**src/ram_writer_cfg_pkg.sv**
```systemverilog
`default_nettype none

package ram_writer_cfg_pkg;

  // Stream and AXI data widths
  localparam int word_width = 32;               // One stream sample
  localparam int beat_width = 2 * word_width;   // Two samples per AXI beat

  // Address and ID
  localparam int addr_width = 32;               // Byte address
  localparam int id_width   = 6;                // awid and wid

  // Fixed burst shape, INCR with full-width beats
  localparam int axi_size    = 3;               // awsize, log2 of bytes per beat
  localparam int beat_bytes  = 1 << axi_size;   // 8 bytes per beat
  localparam int burst_beats = 16;              // Beats per burst
  localparam int len_width   = 4;               // AXI3 awlen field

  // The awlen value of every burst
  localparam logic [len_width-1:0] burst_len = len_width'(burst_beats - 1);

  localparam int burst_bytes = burst_beats * beat_bytes; // Address step per burst

  // Beat FIFO
  localparam int fifo_depth  = 32;                       // Beats held
  localparam int ptr_width   = $clog2(fifo_depth);       // Read and write pointers
  localparam int count_width = $clog2(fifo_depth + 1);   // Occupancy 0 to fifo_depth

endpackage

`default_nettype wire

```
**src/ram_writer_axi_pkg.sv**
```systemverilog
`default_nettype none

package ram_writer_axi_pkg;

  // One 64-bit beat as held in the FIFO
  typedef struct packed {
    logic [ram_writer_cfg_pkg::word_width-1:0] hi; // Later word of the pair
    logic [ram_writer_cfg_pkg::word_width-1:0] lo; // Earlier word of the pair
  } beat_t;

  // Write address request
  typedef struct packed {
    logic [ram_writer_cfg_pkg::id_width-1:0]   id;   // awid
    logic [ram_writer_cfg_pkg::addr_width-1:0] addr; // awaddr, burst start
    logic [ram_writer_cfg_pkg::len_width-1:0]  len;  // awlen
  } aw_t;

  // Write data beat, strobes are all ones and not carried
  typedef struct packed {
    logic [ram_writer_cfg_pkg::id_width-1:0] id;   // wid, same as the burst awid
    beat_t                                   data; // wdata
    logic                                    last; // wlast
  } w_t;

endpackage

`default_nettype wire

```
**src/word_packer.sv**
```systemverilog
`timescale 1ns/1ps
`default_nettype none

module word_packer
(
  input  wire                                        aclk,
  input  wire                                        aresetn,
  input  wire  [ram_writer_cfg_pkg::word_width-1:0]  s_tdata,
  input  wire                                        s_tvalid,
  output logic                                       s_tready,
  input  wire                                        full,
  output logic                                       push,
  output ram_writer_axi_pkg::beat_t                  push_beat
);

  logic                                     phase_q; // High while a first word is held
  logic [ram_writer_cfg_pkg::word_width-1:0] first_q; // Earlier word of the pair
  logic                                     accept;

  assign s_tready = ~full;
  assign accept   = s_tvalid & s_tready;  // Stream handshake

  always_ff @(posedge aclk)
  begin
    if (!aresetn)
    begin
      phase_q <= 1'b0;
      push    <= 1'b0;
    end
    else
    begin
      push <= accept & phase_q;          // Pair complete, one-cycle pulse
      if (accept)
        phase_q <= ~phase_q;
    end
  end

  // First word waits here until its partner arrives
  always_ff @(posedge aclk)
  begin
    if (accept & ~phase_q)
      first_q <= s_tdata;
    if (accept & phase_q)
    begin
      push_beat.hi <= s_tdata;           // Second word in the upper half
      push_beat.lo <= first_q;
    end
  end

endmodule

`default_nettype wire

```
**src/beat_fifo.sv**
```systemverilog
`timescale 1ns/1ps
`default_nettype none

module beat_fifo
(
  input  wire                                         aclk,
  input  wire                                         aresetn,
  input  wire                                         push,
  input  ram_writer_axi_pkg::beat_t                   push_beat,
  input  wire                                         pop,
  output ram_writer_axi_pkg::beat_t                   pop_beat,
  output logic [ram_writer_cfg_pkg::count_width-1:0]  count,
  output logic                                        full
);

  ram_writer_axi_pkg::beat_t mem [ram_writer_cfg_pkg::fifo_depth]; // Beat storage

  logic [ram_writer_cfg_pkg::ptr_width-1:0] wr_ptr;
  logic [ram_writer_cfg_pkg::ptr_width-1:0] rd_ptr;
  logic                                     do_push;
  logic                                     do_pop;

  assign full     = (count == ram_writer_cfg_pkg::fifo_depth);
  assign do_push  = push & ~full;
  assign do_pop   = pop & (count != 0);
  assign pop_beat = mem[rd_ptr];        // Head falls through, valid while count is not zero

  always_ff @(posedge aclk)
  begin
    if (do_push)
      mem[wr_ptr] <= push_beat;
  end

  // Pointers wrap on their own since the depth is a power of two
  always_ff @(posedge aclk)
  begin
    if (!aresetn)
    begin
      wr_ptr <= '0;
      rd_ptr <= '0;
      count  <= '0;
    end
    else
    begin
      if (do_push)
        wr_ptr <= wr_ptr + 1'b1;
      if (do_pop)
        rd_ptr <= rd_ptr + 1'b1;
      case ({do_push, do_pop})
        2'b10:   count <= count + 1'b1;
        2'b01:   count <= count - 1'b1;
        default: count <= count;        // Both or neither
      endcase
    end
  end

endmodule

`default_nettype wire

```
**src/burst_master.sv**
```systemverilog
`timescale 1ns/1ps
`default_nettype none

module burst_master
(
  input  wire                                         aclk,
  input  wire                                         aresetn,
  input  wire  [ram_writer_cfg_pkg::addr_width-1:0]   cfg_base,
  input  wire  [ram_writer_cfg_pkg::count_width-1:0]  count,
  input  ram_writer_axi_pkg::beat_t                   pop_beat,
  output logic                                        pop,
  output ram_writer_axi_pkg::aw_t                     m_aw,
  output logic                                        m_awvalid,
  input  wire                                         m_awready,
  output ram_writer_axi_pkg::w_t                      m_w,
  output logic                                        m_wvalid,
  input  wire                                         m_wready
);

  logic                                       aw_valid_q;
  logic                                       w_valid_q;  // Burst data phase in progress
  logic [ram_writer_cfg_pkg::len_width-1:0]   beat_cnt;   // Beat within the burst
  logic [ram_writer_cfg_pkg::addr_width-1:0]  burst_idx;  // Bursts completed since reset
  logic [ram_writer_cfg_pkg::id_width-1:0]    id_q;       // ID of the current burst
  ram_writer_axi_pkg::aw_t                    aw_q;       // Held AW request

  logic                                       aw_hs;
  logic                                       w_hs;
  logic                                       w_last;
  logic                                       w_last_hs;
  logic                                       aw_free;
  logic                                       start_idle;
  logic                                       start_next;
  logic                                       start;
  logic [ram_writer_cfg_pkg::id_width-1:0]    id_sel;
  logic [ram_writer_cfg_pkg::addr_width-1:0]  idx_sel;

  assign aw_hs     = aw_valid_q & m_awready;
  assign w_hs      = w_valid_q & m_wready;
  assign w_last    = (beat_cnt == ram_writer_cfg_pkg::burst_len); // Beat 16 of 16
  assign w_last_hs = w_hs & w_last;
  assign aw_free   = ~aw_valid_q | m_awready;                     // No AW left pending

  // A burst starts only with a whole burst waiting in the FIFO
  assign start_idle = ~w_valid_q & ~aw_valid_q & (count >= ram_writer_cfg_pkg::burst_beats);
  assign start_next = w_last_hs & aw_free & (count > ram_writer_cfg_pkg::burst_beats);
  assign start      = start_idle | start_next;

  // On a back-to-back start the new burst takes the advanced ID and index
  assign id_sel  = w_last_hs ? id_q + 1'b1 : id_q;
  assign idx_sel = w_last_hs ? burst_idx + 1'b1 : burst_idx;

  always_ff @(posedge aclk)
  begin
    if (!aresetn)
    begin
      aw_valid_q <= 1'b0;
      w_valid_q  <= 1'b0;
      beat_cnt   <= '0;
      burst_idx  <= '0;
      id_q       <= '0;
    end
    else
    begin
      if (start)
      begin
        aw_valid_q <= 1'b1;               // AW and W raised together
        w_valid_q  <= 1'b1;
      end
      else
      begin
        if (aw_hs)
          aw_valid_q <= 1'b0;
        if (w_last_hs)
          w_valid_q <= 1'b0;              // Back to idle, AW may still be pending
      end
      if (w_hs)
        beat_cnt <= beat_cnt + 1'b1;      // Wraps to zero after the last beat
      if (w_last_hs)
      begin
        id_q      <= id_q + 1'b1;
        burst_idx <= burst_idx + 1'b1;
      end
    end
  end

  // Base is sampled once per burst
  always_ff @(posedge aclk)
  begin
    if (start)
    begin
      aw_q.id   <= id_sel;
      aw_q.addr <= cfg_base + idx_sel * ram_writer_cfg_pkg::burst_bytes;
      aw_q.len  <= ram_writer_cfg_pkg::burst_len;
    end
  end

  always_comb
  begin
    m_w.id   = id_q;
    m_w.data = pop_beat;                  // FIFO head, stable until popped
    m_w.last = w_last;
  end

  assign m_aw      = aw_q;
  assign m_awvalid = aw_valid_q;
  assign m_wvalid  = w_valid_q;
  assign pop       = w_hs;               // Each accepted beat leaves the FIFO

endmodule

`default_nettype wire

```
**src/stream_ram_writer.sv**
```systemverilog
`timescale 1ns/1ps
`default_nettype none

module stream_ram_writer
(
  input  wire                                        aclk,
  input  wire                                        aresetn,
  input  wire  [ram_writer_cfg_pkg::addr_width-1:0]  cfg_base,
  input  wire  [ram_writer_cfg_pkg::word_width-1:0]  s_tdata,
  input  wire                                        s_tvalid,
  output logic                                       s_tready,
  output ram_writer_axi_pkg::aw_t                    m_aw,
  output logic                                       m_awvalid,
  input  wire                                        m_awready,
  output ram_writer_axi_pkg::w_t                     m_w,
  output logic                                       m_wvalid,
  input  wire                                        m_wready
);

  logic                                        push;
  ram_writer_axi_pkg::beat_t                   push_beat;
  logic                                        full;
  logic                                        pop;
  ram_writer_axi_pkg::beat_t                   pop_beat;
  logic [ram_writer_cfg_pkg::count_width-1:0]  count;

  word_packer packer_i (
    .aclk      (aclk),
    .aresetn   (aresetn),
    .s_tdata   (s_tdata),
    .s_tvalid  (s_tvalid),
    .s_tready  (s_tready),
    .full      (full),
    .push      (push),
    .push_beat (push_beat)
  );

  beat_fifo fifo_i (
    .aclk      (aclk),
    .aresetn   (aresetn),
    .push      (push),
    .push_beat (push_beat),
    .pop       (pop),
    .pop_beat  (pop_beat),
    .count     (count),
    .full      (full)
  );

  burst_master master_i (
    .aclk      (aclk),
    .aresetn   (aresetn),
    .cfg_base  (cfg_base),
    .count     (count),
    .pop_beat  (pop_beat),
    .pop       (pop),
    .m_aw      (m_aw),
    .m_awvalid (m_awvalid),
    .m_awready (m_awready),
    .m_w       (m_w),
    .m_wvalid  (m_wvalid),
    .m_wready  (m_wready)
  );

endmodule

`default_nettype wire

```
**config.mk**
```make
export PLATFORM = sky130hd
export DESIGN_NAME = stream_ram_writer
export DESIGN_NICKNAME = d
export VERILOG_FILES = /design/src/ram_writer_cfg_pkg.sv /design/src/ram_writer_axi_pkg.sv /design/src/word_packer.sv /design/src/beat_fifo.sv /design/src/burst_master.sv /design/src/stream_ram_writer.sv
export SDC_FILE = /design/constraint.sdc
export NUM_CORES = 2
export LEC_CHECK = 0
export ABC_AREA = 1
export ABC_CLOCK_PERIOD_IN_PS = 13700
export BUFFER_PORTS_ARGS = -buffer_cell sky130_fd_sc_hd__buf_2
export CORE_ASPECT_RATIO = 0.7
export CORE_MARGIN = 3
export CORE_UTILIZATION = 37
export DETAILED_ROUTE_END_ITERATION = 7
export GPL_TIMING_DRIVEN = 0
export HOLD_SLACK_MARGIN = 0.06
export PLACE_DENSITY = 0.54
export SLEW_MARGIN = 0
export SYNTH_ARGS = -nofsm -noshare
export SYNTH_HDL_FRONTEND = slang
export SYNTH_SLANG_ARGS = --single-unit
```
**constraint.sdc**
```tcl
create_clock -name aclk -period 13.7 [get_ports aclk]
set_clock_uncertainty 0.2 [all_clocks]
set_input_delay 1.37 -clock aclk [delete_from_list [all_inputs] [get_ports aclk]]
set_output_delay 1.37 -clock aclk [all_outputs]
set_load 0.05 [all_outputs]
```
; Word-level counts from Yosys, hierarchy flattened
; Memory sizes are Yosys's and may differ from the RTL's. A register that Yosys moved wholly into a read port is not among the register bits.
; Cells that the tools add are included.
[word_totals]
regBits = 196
latchBits = 0
ram_bits = 2048
romBits = 0
in_bits = 69
out_inout_bits = 116
wordCells = 64
mem_count = 1
[mem_list]
columns = memory, depth, word_bits, read_ports, rd_clocked_by_memory_dff, wr, line
row1 = fifo_i.mem, 32, 64, 1, 1, 1, beat_fifo.sv:16  ; ram_writer_axi_pkg::beat_t mem [ram_writer_cfg_pkg::fifo_depth];
[classes]
addsub = 8
mul = 0
n_div = 0
n_lt_le_gt_ge = 2
n_eq_ne = 4
n_shift = 0
n_mux = 11
bitwise_logic = 18
reduce_logical = 4
[op_table]
columns = cell, n
row1 = "32-bit by 1-bit adder with 32-bit output, second input constant", 1
row2 = 32-bit adder, 1
row3 = 25-bit two-way mux, 1
row4 = "6-bit by 1-bit adder with 6-bit output, second input constant", 2
row5 = 1-bit bitwise AND, 12
row6 = 6-bit one-hot mux with 2 select lines, 1
row7 = "5-bit by 1-bit adder with 5-bit output, second input constant", 2
row8 = 5-bit two-way mux, 2
row9 = "6-bit equality test, second input constant", 1
row10 = "6-bit by 5-bit greater-or-equal comparator with 1-bit output, second input constant", 1
row11 = "6-bit by 5-bit greater-than comparator with 1-bit output, second input constant", 1
row12 = 1-bit two-way mux, 6
row13 = 6-bit two-way mux, 1
row14 = 2-bit nonzero test, 3
row15 = 6-bit nonzero test, 1
row16 = "6-bit by 1-bit subtractor with 6-bit output, second input constant", 1
row17 = "4-bit by 1-bit adder with 4-bit output, second input constant", 1
row18 = "4-bit equality test, second input constant", 1
row19 = 1-bit NOT, 4
row20 = "2-bit by 1-bit equality test with 1-bit output, second input constant", 1
row21 = "2-bit equality test, second input constant", 1
row22 = 1-bit bitwise OR, 2

; Logic depth before layout (Yosys ltp)
[logic_depth]
word_depth = 6
ltp_mapped = 21
depth_no_buf = 21

; Cells and area by module
; A second synthesis with hierarchy kept.
[unflattened]
cells_unflattened = 7405
hier_area_um2 = 90620.7
[modules_own_cells]
columns = mod, instances, cells_per_inst, area_per_inst_um2
row1 = beat_fifo, 1, 6630, 82500.4
row2 = burst_master, 1, 667, 5152.4
row3 = word_packer, 1, 108, 2967.8

; Least setup slack after synthesis
; Ideal clock, no wire load.
[synth_timing]
kind = register -> register
startpoint = register fifo_i.count[0] (netlist bit)
endpoint = memory fifo_i.mem[31][0] (netlist bit), enable pin
t_arrival_ns = 5.949
required_ns = 12.935
setup_slack_ns = 6.985
stages_incl_launch_ff = 9
synth_period_minus_slack_ns = 6.715
cell_sequence = dfxtp_1 inv_1 nand4_1 inv_1 nand3_1 nand2_1 inv_1 nand2_2 nor3_1
[synth_via]
elab_chain_len = 5
[synth_lines]
columns = item, line
row1 = from (decl), beat_fifo.sv:12  ; output logic [ram_writer_cfg_pkg::count_width-1:0] count,
row2 = from (signal assigned), beat_fifo.sv:50  ; 2'b10: count <= count + 1'b1;
row3 = from (signal assigned), beat_fifo.sv:51  ; 2'b01: count <= count - 1'b1;
row4 = from (signal assigned), beat_fifo.sv:52  ; default: count <= count;
row5 = 6-bit equality test, beat_fifo.sv:23  ; assign full = (count == ram_writer_cfg_pkg::fifo_depth);
row6 = 1-bit NOT, -
row7 = named net s_tready, stream_ram_writer.sv:11  ; output logic s_tready,
row8 = 1-bit bitwise AND, beat_fifo.sv:24  ; assign do_push = push & ~full;
row9 = 1-bit two-way mux, beat_fifo.sv:30  ; if (do_push)
row10 = 1-bit two-way mux (not written as such), beat_fifo.sv:31  ; mem[wr_ptr] <= push_beat;
row11 = to (decl), beat_fifo.sv:16
; The timed path passes the listed nets, and every way through them passes these cells.

==> run summary <==
# port buffers -> 180
Synth Register Bits -> 2242
Detailed Place HPWL -> 244000 um
Crit path largest cell delay -> 1050 ps
DR pass1 iterations -> 6
Layout area overhead -> 16.9%
crit end category -> output port
dpl cell area -> 97100 um^2
Boundary Pins -> 185
PwrDens -> 134 nW/um^2
worst slew pin tran -> 1600 ps
clock transition at the registers of the reported paths -> 60 ps
Cell variety after synth -> 38
setup bufs post-CTS -> 0
routed wire length -> 346000 um
pre-CTS setup slack -> 8060 ps
clock tree root buffer cell -> clkbuf_16
die height -> 417 um
Final ANT Viol Nets -> 0
reg-to-reg slack, setup -> 9590 ps
TritonCTS clock tree -> yes
data required time of the critical path -> 12130 ps
setup violators final -> 0
total gr overflow -> 0
Tot Pwr -> 13.9 mW
# nets final -> 7736
worst hold path type -> flop to flop
buffers and inverters on the worst path -> 6
Hold-fix buffers, CTS -> 0
fraction of layout cells with a size suffix above 1 -> 10.3%
number of global-route vias before repair -> 58300
Initial Util -> 37.3%
maximum vdd drop -> 0.120 mV
slew margin rel. -> -6.94%
unrepaired setup endpoints after global routing -> no
Die W -> 593 um
Resize count post-CTS -> 0
fin cells -> 11000
Mean Syn Cell Area -> 12.6 um^2
Tmin final -> 6760 ps
placer's final routability congestion estimate -> 0.896
CP Data Arrival Time -> 5190 ps
total track usage -> 27.3%
Residual DRC -> 0
CP max stage cell -> buf_1
FILL cells -> 21800
# Max-Cap Violations -> 5
worst-path fanout max -> 10
Final Cell Area -> 104000 um^2
Critical Path Most Common Cell -> buf_2
Leak -> 35.5 nW
DR vias/cell -> 5.86
Num CTS Buffers -> 221
ratio of final minimum period to clock period -> 49.3%
Iter 0 DRT Violations -> 10800
TritonCTS Sinks -> 2242
critical path class -> flop to output port
crit-path cells -> buf_2, inv_1, buf_2, clkbuf_2, buf_1, nand2_1, nand3_1, nand3_1, nand2_1, buf_2
Placed Cells incl. Taps -> 10600
Seq/Total Area, Yosys -> 74.9%
Max Slew Vio Count -> 55
maximum clock path buffer count -> 4
Final WS setup -> 6940 ps
clk_lat worst skew -> 920 ps
Post-Syn Instances -> 7080
status -> complete, but fails checks
WL per Instance -> 31.5 um
routed via count -> 64400
first-pass GRT wire length -> 470000 um
yosys warns -> 0
H-tree depth -> 4
pin count of the biggest net entering global routing -> 43
largest delay contributor family on the critical path -> buffers and inverters
Fmax -> 0.148 GHz
FP Rows -> 150
die footprint -> 247000 um^2
Final Core Density -> 43.6%
initial antenna violation count -> 23
Worst setup SP type -> flop
failing checks -> max-capacitance violations, max-slew violations
Final Hold Fails -> 0
area of the core -> 239000 um^2
Post-Syn Area -> 89100 um^2
## metal layers
metal / vias to the layer above / wire length [um] / GRT usage [%] / part of all wire (%)
met2: 4664 / 137000 / 36.5 / 39
met5: - / 23 / 0 / 0.0066
li1: 26900 / - / - / -
met3: 637 / 51300 / 8.25 / 15
met1: 32300 / 145000 / 41.6 / 42
met4: 4 / 13400 / 9.02 / 3.9
## path summary, 6_finish.rpt
check | startpoint | to | depth (start not counted)
worst max-delay path | flop | m_w[10] | 10
worst min register to register | packer_i.first_q[24] | packer_i.push_beat[24] | 0
worst max register to register | fifo_i.count[1] | fifo_i.mem[6][13] | 11
worst min-delay path | packer_i.first_q[24] | packer_i.push_beat[24] | 0
## area by class of cell
class                      count  area (um^2)  area share [%]
clock buffer                 282         5870            5.64
multi-input combinational   4254        20000            19.2
buffer                       449         2170            2.09
inverter                     138          520           0.500
clock inverter               110          997           0.957
timing repair buffer         321         3870            3.72
sequential                  2242        66700            64.0
antenna                       11         27.5          0.0264
tap                         3192         3990            3.83
## cells by family (layout without fill, tap and decap cells)
kind of cell	count (synthesis)	in the layout	share of synthesized area, %
flip-flops	2242	2242	74.9
buffers and inverters	587	1300	3.01
XOR/XNOR	37	37	0.364
adder cells (fa/ha/maj)	40	40	0.578
AO/OA/AOI/OAI	1441	1441	8.74
AND/OR/NAND/NOR	2732	2732	12.5
other	1	15	0.00421
## state kept, by name, indices dropped and copies added (netlist names), 4 cells and up, named ones only
name                flops
master_i.id_q           6
fifo_i.count            6
master_i.beat_cnt       4
fifo_i.wr_ptr           5
packer_i.first_q       32
fifo_i.rd_ptr           5
fifo_i.mem           2048
master_i.burst_idx     25
packer_i.push_beat     64
master_i.m_aw          38
## where the power goes
| group | switching [mW] | internal, mW |
|---|---|---|
| Combinational | 0.284 | 0.0916 |
| Clock | 2.67 | 3.32 |
| Sequential | 0.0727 | 7.51 |
| Total | 3.02 | 10.9 |
## placed cells by master, fill, tap and decap left out, types with 4 or more instances in the layout
cell type and count:
edfxtp_1 2182, nand2_1 1152, nor2_1 919, o21ai_0 837, nand3_1 576, o22ai_1 397
clkbuf_1 317, buf_2 243, clkbuf_16 223, a21oi_1 136, inv_1 133, buf_12 98
dfxtp_1 60, clkinv_1 48, buf_1 43, buf_6 42, ha_1 38, buf_4 37
o21ai_1 37, clkinv_2 34, nor2_4 33, buf_16 32, o31ai_1 25, xor2_1 22
nand4_1 17, nor3_1 17, bufinv_16 16, xnor2_1 15, diode_2 11, clkbuf_2 7
clkbuf_8 7, nand3b_1 5, clkinvlp_4 5, or2_2 4, o21bai_1 4, conb_1 4
## synthesized netlist by cell type
master | instances | area [um^2]
a21o_1 | 1 | 7.51
a21oi_1 | 136 | 681
a31oi_1 | 2 | 12.5
and2_1 | 2 | 12.5
and3_1 | 1 | 6.26
buf_1 | 46 | 173
buf_2 | 60 | 300
buf_4 | 37 | 278
buf_6 | 32 | 360
buf_8 | 2 | 30.0
clkbuf_1 | 272 | 1020
clkinv_1 | 1 | 3.75
conb_1 | 1 | 3.75
dfxtp_1 | 60 | 1200
edfxtp_1 | 2182 | 65500
fa_1 | 2 | 40.0
ha_1 | 38 | 475
inv_1 | 134 | 503
inv_2 | 3 | 11.3
nand2_1 | 1152 | 4320
nand2_2 | 1 | 6.26
nand3_1 | 576 | 2880
nand3b_1 | 5 | 37.5
nand4_1 | 17 | 106
nor2_1 | 951 | 3570
nor2_2 | 1 | 6.26
nor2_4 | 1 | 11.3
nor3_1 | 18 | 90.1
nor3b_1 | 3 | 22.5
o21a_1 | 1 | 7.51
o21ai_0 | 837 | 4190
o21ai_1 | 37 | 185
o21bai_1 | 4 | 30.0
o22ai_1 | 398 | 2490
o31ai_1 | 25 | 188
or2_2 | 4 | 25.0
xnor2_1 | 15 | 131
xor2_1 | 22 | 193
## stage by stage
step           TNS, ps  hold slack (ps)
2_1_floorplan        0              200
3_3_place_gp    -18040              200
3_5_place_dp         0              205
4_1_cts              0              219
5_1_grt              0              222
6_report             0              217
No activity file was read; power rests on OpenSTA's default activity.
